$ cat config.mk
export PLATFORM = sky130hd
export DESIGN_NAME = cpuTop
export DESIGN_NICKNAME = d
export VERILOG_FILES = /design/src/logic/cpuPkg.sv /design/src/logic/aluFlags.sv /design/src/logic/busDatapath.sv /design/src/logic/programCounter.sv /design/src/logic/programMemory.sv /design/src/logic/microSequencer.sv /design/src/logic/cpuTop.sv
export SDC_FILE = /design/constraint.sdc
export NUM_CORES = 2
export LEC_CHECK = 0
export BUFFER_PORTS_ARGS = -buffer_cell sky130_fd_sc_hd__buf_4
export CORE_MARGIN = 2
export CORE_UTILIZATION = 52
export CTS_CLUSTER_SIZE = 10
export DETAILED_ROUTE_END_ITERATION = 16
export PLACE_DENSITY = 0.7
export SYNTH_ARGS = -nofsm -noshare
export SYNTH_HDL_FRONTEND = slang
export SYNTH_SLANG_ARGS = --single-unit
$ cat constraint.sdc
create_clock -name clk -period 18.1 [get_ports clk]
set_clock_uncertainty 0.15 [all_clocks]
set_input_delay 0.905 -clock clk [delete_from_list [all_inputs] [get_ports clk]]
set_output_delay 0.905 -clock clk [all_outputs]
set_load 0.005 [all_outputs]
$ cat src/logic/cpuPkg.sv
// widths, memory depth and T-state limits of the accumulator CPU
// opcode, bus-source and ALU-operation enums

package cpuPkg;

    localparam int wordWidth = 16;
    localparam int addrWidth = 8;
    localparam int memDepth = 256;

    // last T-state any instruction uses; LDX, LDY and STX reach it.
    localparam int unsigned maxTState = 3;
    localparam int tStateWidth = 3;

    typedef enum logic [3:0] {
        NOP,
        LDX,
        LDY,
        LDI,  // immediate goes to X.
        STX,
        ADD,
        SUB,
        AND,
        JMP,
        JC,
        JZ,
        JGT,
        JLT,
        IN,
        OUT,
        HLT
    } opcodeE;

    // exactly one source drives the bus each cycle.
    typedef enum logic [2:0] {
        srcNone,  // bus reads as zero.
        srcPc,
        srcOperand,
        srcMemory,
        srcAlu,
        srcXReg,
        srcExtIn
    } busSrcE;

    typedef enum logic [1:0] {
        aluAdd,
        aluSub,
        aluAnd
    } aluOpE;

endpackage

$ cat src/logic/aluFlags.sv
// ALU for ADD, SUB and AND
// carry, zero and signed less-than flag register

module aluFlags (
    input  logic                            clk,
    input  logic                            rstN,
    input  logic [cpuPkg::wordWidth-1:0]    xVal,
    input  logic [cpuPkg::wordWidth-1:0]    yVal,
    input  cpuPkg::aluOpE                   aluOp,
    input  logic                            flagLoad,
    output logic [cpuPkg::wordWidth-1:0]    aluResult,
    output logic                            carry,
    output logic                            zero,
    output logic                            less
);

    logic [cpuPkg::wordWidth:0] wideResult;  // top bit is carry out or borrow.
    logic                       carryNext;

    always_comb begin
        case (aluOp)
            cpuPkg::aluSub: begin
                wideResult = {1'b0, xVal} - {1'b0, yVal};
                carryNext  = !wideResult[cpuPkg::wordWidth];  // set when no borrow.
            end
            cpuPkg::aluAnd: begin
                wideResult = {1'b0, xVal & yVal};
                carryNext  = 1'b0;
            end
            default: begin
                wideResult = {1'b0, xVal} + {1'b0, yVal};
                carryNext  = wideResult[cpuPkg::wordWidth];
            end
        endcase
    end

    assign aluResult = wideResult[cpuPkg::wordWidth-1:0];

    always_ff @(posedge clk) begin
        if (!rstN) begin
            carry <= 1'b0;
            zero  <= 1'b0;
            less  <= 1'b0;
        end else if (flagLoad) begin
            carry <= carryNext;
            zero  <= (aluResult == '0);
            less  <= ($signed(xVal) < $signed(yVal));  // signed compare for every op.
        end
    end

endmodule

$ cat src/logic/busDatapath.sv
// bus multiplexer over the seven sources
// X, Y and address registers loaded from the bus

module busDatapath (
    input  logic                            clk,
    input  logic                            rstN,
    input  cpuPkg::busSrcE                  busSrc,
    input  logic [cpuPkg::addrWidth-1:0]    operand,
    input  logic [cpuPkg::addrWidth-1:0]    pcVal,
    input  logic [cpuPkg::wordWidth-1:0]    memData,
    input  logic [cpuPkg::wordWidth-1:0]    aluResult,
    input  logic [cpuPkg::wordWidth-1:0]    inData,
    input  logic                            xLoad,
    input  logic                            yLoad,
    input  logic                            arLoad,
    output logic [cpuPkg::wordWidth-1:0]    busVal,
    output logic [cpuPkg::wordWidth-1:0]    xVal,
    output logic [cpuPkg::wordWidth-1:0]    yVal,
    output logic [cpuPkg::addrWidth-1:0]    arVal
);

    localparam int padWidth = cpuPkg::wordWidth - cpuPkg::addrWidth;

    always_comb begin
        case (busSrc)
            cpuPkg::srcPc:      busVal = {{padWidth{1'b0}}, pcVal};
            cpuPkg::srcOperand: busVal = {{padWidth{1'b0}}, operand};  // zero-extended byte.
            cpuPkg::srcMemory:  busVal = memData;
            cpuPkg::srcAlu:     busVal = aluResult;
            cpuPkg::srcXReg:    busVal = xVal;
            cpuPkg::srcExtIn:   busVal = inData;
            default:            busVal = '0;
        endcase
    end

    always_ff @(posedge clk) begin
        if (!rstN) begin
            xVal  <= '0;
            yVal  <= '0;
            arVal <= '0;
        end else begin
            if (xLoad) begin
                xVal <= busVal;
            end
            if (yLoad) begin
                yVal <= busVal;
            end
            if (arLoad) begin
                arVal <= busVal[cpuPkg::addrWidth-1:0];
            end
        end
    end

    // an AR load always has a real source behind it.
    arLoadDriven: assert property (@(posedge clk) disable iff (!rstN)
        !(arLoad && busSrc == cpuPkg::srcNone));

endmodule

$ cat src/logic/programCounter.sv
// program counter with increment and jump load

module programCounter (
    input  logic                            clk,
    input  logic                            rstN,
    input  logic [cpuPkg::wordWidth-1:0]    busVal,
    input  logic                            pcLoad,
    input  logic                            pcInc,
    output logic [cpuPkg::addrWidth-1:0]    pcVal
);

    always_ff @(posedge clk) begin
        if (!rstN) begin
            pcVal <= '0;
        end else if (pcLoad) begin
            pcVal <= busVal[cpuPkg::addrWidth-1:0];  // jump target is the operand byte.
        end else if (pcInc) begin
            pcVal <= pcVal + 1'b1;  // wraps at 256.
        end
    end

endmodule

$ cat src/logic/programMemory.sv
// shared program and data memory
// asynchronous read, bus write and loader write

module programMemory (
    input  logic                            clk,
    input  logic                            rstN,
    input  logic [cpuPkg::addrWidth-1:0]    arVal,
    input  logic [cpuPkg::wordWidth-1:0]    busVal,
    input  logic                            memWrite,
    input  logic                            progWe,
    input  logic [cpuPkg::addrWidth-1:0]    progAddr,
    input  logic [cpuPkg::wordWidth-1:0]    progData,
    output logic [cpuPkg::wordWidth-1:0]    memData
);

    logic [cpuPkg::wordWidth-1:0] mem [cpuPkg::memDepth];

    assign memData = mem[arVal];

    always_ff @(posedge clk) begin
        if (progWe) begin
            mem[progAddr] <= progData;  // loader owns the array during reset.
        end else if (memWrite) begin
            mem[arVal] <= busVal;
        end
    end

    // loading while the core runs would race with fetches.
    loaderInReset: assert property (@(posedge clk) progWe |-> !rstN);

endmodule

$ cat src/logic/microSequencer.sv
// instruction register, T-state counter and halt latch
// microcode decode of opcode and T-state, jump conditions

module microSequencer (
    input  logic                            clk,
    input  logic                            rstN,
    input  logic [cpuPkg::wordWidth-1:0]    busVal,
    input  logic                            carry,
    input  logic                            zero,
    input  logic                            less,
    output cpuPkg::busSrcE                  busSrc,
    output logic [cpuPkg::addrWidth-1:0]    operand,
    output logic                            xLoad,
    output logic                            yLoad,
    output logic                            arLoad,
    output logic                            memWrite,
    output logic                            pcLoad,
    output logic                            pcInc,
    output logic                            flagLoad,
    output cpuPkg::aluOpE                   aluOp,
    output logic                            outStrobe,
    output logic                            inStrobe,
    output logic                            halted
);

    logic [cpuPkg::wordWidth-1:0]   ir;
    logic [cpuPkg::tStateWidth-1:0] tState;
    cpuPkg::opcodeE                 opcode;
    logic                           irLoad;
    logic                           tReset;
    logic                           haltSet;
    logic                           jumpTaken;

    assign opcode  = cpuPkg::opcodeE'(ir[15:12]);
    assign operand = ir[cpuPkg::addrWidth-1:0];  // bits 11..8 are unused.

    always_comb begin
        case (opcode)
            cpuPkg::JMP: jumpTaken = 1'b1;
            cpuPkg::JC:  jumpTaken = carry;
            cpuPkg::JZ:  jumpTaken = zero;
            cpuPkg::JGT: jumpTaken = !zero && !less;
            cpuPkg::JLT: jumpTaken = less;
            default:     jumpTaken = 1'b0;
        endcase
    end

    always_comb begin
        case (opcode)
            cpuPkg::SUB: aluOp = cpuPkg::aluSub;
            cpuPkg::AND: aluOp = cpuPkg::aluAnd;
            default:     aluOp = cpuPkg::aluAdd;
        endcase
    end

    always_comb begin
        busSrc    = cpuPkg::srcNone;
        xLoad     = 1'b0;
        yLoad     = 1'b0;
        arLoad    = 1'b0;
        memWrite  = 1'b0;
        pcLoad    = 1'b0;
        pcInc     = 1'b0;
        flagLoad  = 1'b0;
        outStrobe = 1'b0;
        inStrobe  = 1'b0;
        irLoad    = 1'b0;
        tReset    = 1'b0;
        haltSet   = 1'b0;
        case (tState)
            3'd0: begin  // fetch address.
                busSrc = cpuPkg::srcPc;
                arLoad = 1'b1;
            end
            3'd1: begin  // fetch word into IR.
                busSrc = cpuPkg::srcMemory;
                irLoad = 1'b1;
                pcInc  = 1'b1;
            end
            3'd2: begin
                tReset = 1'b1;
                case (opcode)
                    cpuPkg::LDX, cpuPkg::LDY, cpuPkg::STX: begin
                        busSrc = cpuPkg::srcOperand;
                        arLoad = 1'b1;
                        tReset = 1'b0;  // these need T3.
                    end
                    cpuPkg::LDI: begin
                        busSrc = cpuPkg::srcOperand;
                        xLoad  = 1'b1;
                    end
                    cpuPkg::ADD, cpuPkg::SUB, cpuPkg::AND: begin
                        busSrc   = cpuPkg::srcAlu;
                        xLoad    = 1'b1;
                        flagLoad = 1'b1;
                    end
                    cpuPkg::JMP, cpuPkg::JC, cpuPkg::JZ, cpuPkg::JGT, cpuPkg::JLT: begin
                        busSrc = cpuPkg::srcOperand;
                        pcLoad = jumpTaken;
                    end
                    cpuPkg::IN: begin
                        busSrc   = cpuPkg::srcExtIn;
                        xLoad    = 1'b1;
                        inStrobe = 1'b1;
                    end
                    cpuPkg::OUT: begin
                        busSrc    = cpuPkg::srcXReg;
                        outStrobe = 1'b1;
                    end
                    cpuPkg::HLT: begin
                        haltSet = 1'b1;
                        tReset  = 1'b0;  // parks in T2 until reset.
                    end
                    default: ;
                endcase
            end
            3'd3: begin
                tReset = 1'b1;
                busSrc = (opcode == cpuPkg::STX) ? cpuPkg::srcXReg : cpuPkg::srcMemory;
                xLoad    = (opcode == cpuPkg::LDX);
                yLoad    = (opcode == cpuPkg::LDY);
                memWrite = (opcode == cpuPkg::STX);
            end
            default: tReset = 1'b1;
        endcase
    end

    always_ff @(posedge clk) begin
        if (!rstN) begin
            ir      <= '0;
            tState  <= '0;
            halted  <= 1'b0;
        end else begin
            if (irLoad) begin
                ir <= busVal;
            end
            if (tReset) begin
                tState <= '0;
            end else if (!haltSet) begin
                tState <= tState + 1'b1;
            end
            if (haltSet) begin
                halted <= 1'b1;
            end
        end
    end

    tStateBound: assert property (@(posedge clk) disable iff (!rstN)
        tState <= cpuPkg::maxTState);
    pcSingleUpdate: assert property (@(posedge clk) disable iff (!rstN)
        !(pcLoad && pcInc));

endmodule

$ cat src/logic/cpuTop.sv
// top level of the accumulator CPU
// sequencer, datapath, ALU, PC and memory wired to the pins

module cpuTop (
    input  logic                            clk,
    input  logic                            rstN,
    input  logic [cpuPkg::wordWidth-1:0]    inData,
    input  logic                            progWe,
    input  logic [cpuPkg::addrWidth-1:0]    progAddr,
    input  logic [cpuPkg::wordWidth-1:0]    progData,
    output logic [cpuPkg::wordWidth-1:0]    outData,
    output logic                            outStrobe,
    output logic                            inStrobe,
    output logic [cpuPkg::addrWidth-1:0]    addr,
    output logic                            halted
);

    cpuPkg::busSrcE                 busSrc;
    cpuPkg::aluOpE                  aluOp;
    logic [cpuPkg::wordWidth-1:0]   busVal;
    logic [cpuPkg::wordWidth-1:0]   yVal;
    logic [cpuPkg::wordWidth-1:0]   memData;
    logic [cpuPkg::wordWidth-1:0]   aluResult;
    logic [cpuPkg::addrWidth-1:0]   operand;
    logic [cpuPkg::addrWidth-1:0]   pcVal;
    logic                           xLoad;
    logic                           yLoad;
    logic                           arLoad;
    logic                           memWrite;
    logic                           pcLoad;
    logic                           pcInc;
    logic                           flagLoad;
    logic                           carry;
    logic                           zero;
    logic                           less;

    microSequencer seq (
        .clk(clk), .rstN(rstN), .busVal(busVal),
        .carry(carry), .zero(zero), .less(less),
        .busSrc(busSrc), .operand(operand),
        .xLoad(xLoad), .yLoad(yLoad), .arLoad(arLoad), .memWrite(memWrite),
        .pcLoad(pcLoad), .pcInc(pcInc), .flagLoad(flagLoad), .aluOp(aluOp),
        .outStrobe(outStrobe), .inStrobe(inStrobe), .halted(halted)
    );

    // X is the output port and AR the address port.
    busDatapath datapath (
        .clk(clk), .rstN(rstN), .busSrc(busSrc), .operand(operand),
        .pcVal(pcVal), .memData(memData), .aluResult(aluResult), .inData(inData),
        .xLoad(xLoad), .yLoad(yLoad), .arLoad(arLoad),
        .busVal(busVal), .xVal(outData), .yVal(yVal), .arVal(addr)
    );

    aluFlags alu (
        .clk(clk), .rstN(rstN), .xVal(outData), .yVal(yVal),
        .aluOp(aluOp), .flagLoad(flagLoad), .aluResult(aluResult),
        .carry(carry), .zero(zero), .less(less)
    );

    programCounter pc (
        .clk(clk), .rstN(rstN), .busVal(busVal),
        .pcLoad(pcLoad), .pcInc(pcInc), .pcVal(pcVal)
    );

    programMemory memory (
        .clk(clk), .rstN(rstN), .arVal(addr), .busVal(busVal), .memWrite(memWrite),
        .progWe(progWe), .progAddr(progAddr), .progData(progData), .memData(memData)
    );

endmodule

==> impl_metrics.ini <==
[outcome]
outcome = finished, violations left
failed_checks = max-capacitance violations, max-slew violations

[global_routing]
grt_first_pass_wirelength_um = 691900
grt_usage_pct = 30.67
grt_overflow = 0
grt_pass1_vias = 88350
grt_max_degree = 257
antenna_found_initial = 30

[pwr]
seq_power_share_pct = 44.7
p_sw_mw = 7.111
fin_total_pwr_mw = 24.11
cellLeakagePower_nw = 56.84
max-vdd-ir-drop_uv = 102.4
p_sw_share_pct = 29.49
combPwrFrac_pct = 21.4
power.density_nw_per_um2 = 130.5
p_int_mw = 17.00
p_clk_share_pct = 33.8

[clocking]
post_cts_buffers = 0
htreeDepth = 5
cts_sinks = 4171
clockBufferDepth = 4
cts_hold_buf = 0
cts_resized = 0
numCtsBuffers = 459
clk_latency_ps = 1020
cts-root-buf = clkbuf_16
path_clk_slew_ps = 60
cts_tree = built

[sta]
slew_headroom_pct = -7.466
fin_crit_ps = 9005
clock.fmax_mhz = 111.0
rsz0062_at_grt = no
min_period_over_period_pct = 49.75
worst_pin_slew_ps = 1606
tns_ps = 0
finalHoldViolCount = 0
finalSetupViolCount = 0
drv_slew = 8

[floorplan]
pin_count = 70
die_h_um = 567.7
rows = 206
die-area_um2 = 322300
initial_core_util_pct = 52.38
core_um2 = 315500
die_w_um = 567.7

[setup_path]
end_kind = register
path_cells = buf_4, buf_4, buf_4, buf_4, mux2i_1, a221oi_1, o21ai_0, nand3_1, a311oi_1, nor2_1, nor4_1, and2_1, o21ai_4, buf_4, buf_4, buf_4
required_ps = 18590
crit_type = register to register
worst_setup_path_start_kind = register
cp_max_fo = 90
cp.arrival_ps = 9490
cp_slowest_cell = buf_4
cpMostUsedCell = buf_4
max_stage_delay_ps = 910

[yosys]
yosysTopAreaCellShare_pct = 74.43
yosys-top-cells-count = edfxtp_1, mux4_2, mux2i_1
yosys.area_share.simple_pct = 2.566
synthAdderAreaFrac_pct = 0.3271
async_reset_ff_share_pct = 0
synth_top_area_cell = edfxtp_1
synth_cell_types = 90
syn_area_per_cell_um2 = 20.04
synth_xor_area_share_pct = 0.07420
syn-num-nets = 8331
synth_compound_area_share_pct = 4.773
synthFlopType = edfxtp_1
synth.most_common_cell = edfxtp_1
synth_top_family_by_area = multiplexers
synth-seq-cells = 4171
ys_seq_area_share_pct = 75.34
syn_inst = 8246
synth_area_um2 = 165300
yosysWarnings = 0
muxShareOfSynthArea_pct = 14.74
synth_area_leaders = edfxtp_1, mux4_2, mux2i_1
synth_edf_count = 4096

[drt]
vias = 91170
firstDrtPassIters = 6
wl_per_cell_um = 38.17
via_per_inst = 6.978
drc = 0
drt_wl_total_um = 498800
ant_nets = 0
drtIter0Drc = 15080

[job]
maxCapViolations = 4

[placement]
dpl.hpwl_um = 295700
place.gp.congestion = 0.9511
port-buffer-count = 69
dpl_cell_area_um2 = 172100

[final_layout]
syn2layout_area_growth_pct = 11.81
layout.nets = 8833
drive_gt1_share_pct = 23.54
n_fill_cell = 22240
fin_area_um2 = 184800

[min_path]
hp-class = primary input to register
## layout by cell type, fill, tap and decap left out, drive strengths merged, types with 65 or more instances in the layout
cell / count
a211oi: 65
a21oi: 177
a221o: 92
a221oi: 182
a22oi: 65
buf: 549
clkbuf: 557
dfxtp: 75
edfxtp: 4096
mux2i: 604
mux4: 795
nand2: 220
nor2: 385
nor3: 95
o21ai: 231
## path summary, 6_finish.rpt
| check | start | to | slack, ps | cells past startpoint |
|---|---|---|---|---|
| max | register | memory.mem[191][3] | 9090 | 16 |
| min | progData[12] | memory.mem[131][12] | 180 | 3 |
| max reg2reg | register | memory.mem[191][3] | 9090 | 16 |
| min reg2reg | seq.halted | seq.halted | 320 | 1 |
## kinds of logic after synthesis
family / count (synthesis)
DFF: 4171
muxes: 1429
AOI/OAI and AO/OA: 1108
and+or+nand+nor: 928
buffers and inverters: 554
adders and majority gates: 42
xor gates and xnor gates: 14
## worst max-delay path: cells and delay by family, from the launching register on
| kind | cells | cell delay, ps |
|---|---|---|
| multiplexers | 1 | 160 |
| AO/OA/AOI/OAI | 4 | 900 |
| buffers and inverters | 7 | 4870 |
| AND/OR/NAND/NOR | 4 | 1320 |
| flip-flops | 1 | 680 |
## metal layers
metal / wire [um] / vias up / GRT usage (%)
met4: 30620 / 16 / 15.90
met2: 222800 / 7188 / 45.56
met3: 72670 / 1309 / 9.875
met1: 172600 / 47430 / 40.76
li1: - / 35230 / -
met5: 155 / - / 0
## power by group through the flow
stage / Sequential (mW) / Clock [mW] / Combinational, mW
2_1_floorplan: 11.0 / 0 / 3.17
3_3_place_gp: 11.0 / 0 / 4.94
3_5_place_dp: 11.0 / 0 / 4.98
4_1_cts: 10.8 / 8.19 / 5.01
5_1_grt: 10.8 / 8.55 / 5.26
6_report: 10.8 / 8.16 / 5.17
## sequential cells by signal (all words and copies together) (netlist names), 3 cells and up, named ones only
| name | cells |
|---|---|
| seq.ir | 12 |
| memory.mem | 4096 |
| datapath.yVal | 16 |
| seq.tState | 3 |
| datapath.arVal | 8 |
| pc.pcVal | 8 |
| datapath.xVal | 16 |
## per-stage QoR
step | utilization (%) | hold slack [ps] | cells | setup slack (ps)
after floorplan | - | 314.5 | 8246 | 3162
after global placement | 54.55 | 301.8 | 12440 | 9507
after detailed placement | 54.56 | 310.1 | 12450 | 9237
after CTS | 58.54 | 149.3 | 13040 | 9225
after global routing | 58.55 | 184.8 | 13050 | 8734
final | 58.57 | 182.7 | 13070 | 9095
## area by class of cell
cell class	count	area [um^2]	share of cell area, %
clock buffers	557	11880	6.427
flip-flops and latches	4171	124500	67.39
multi-input cells	3521	37900	20.51
repair buffers	549	4342	2.350
inverters	46	185.2	0.1002
clock inverters	37	678.2	0.3670
well taps	4160	5205	2.817
diodes	25	62.56	0.03386
No activity file was read; power rests on OpenSTA's default activity.
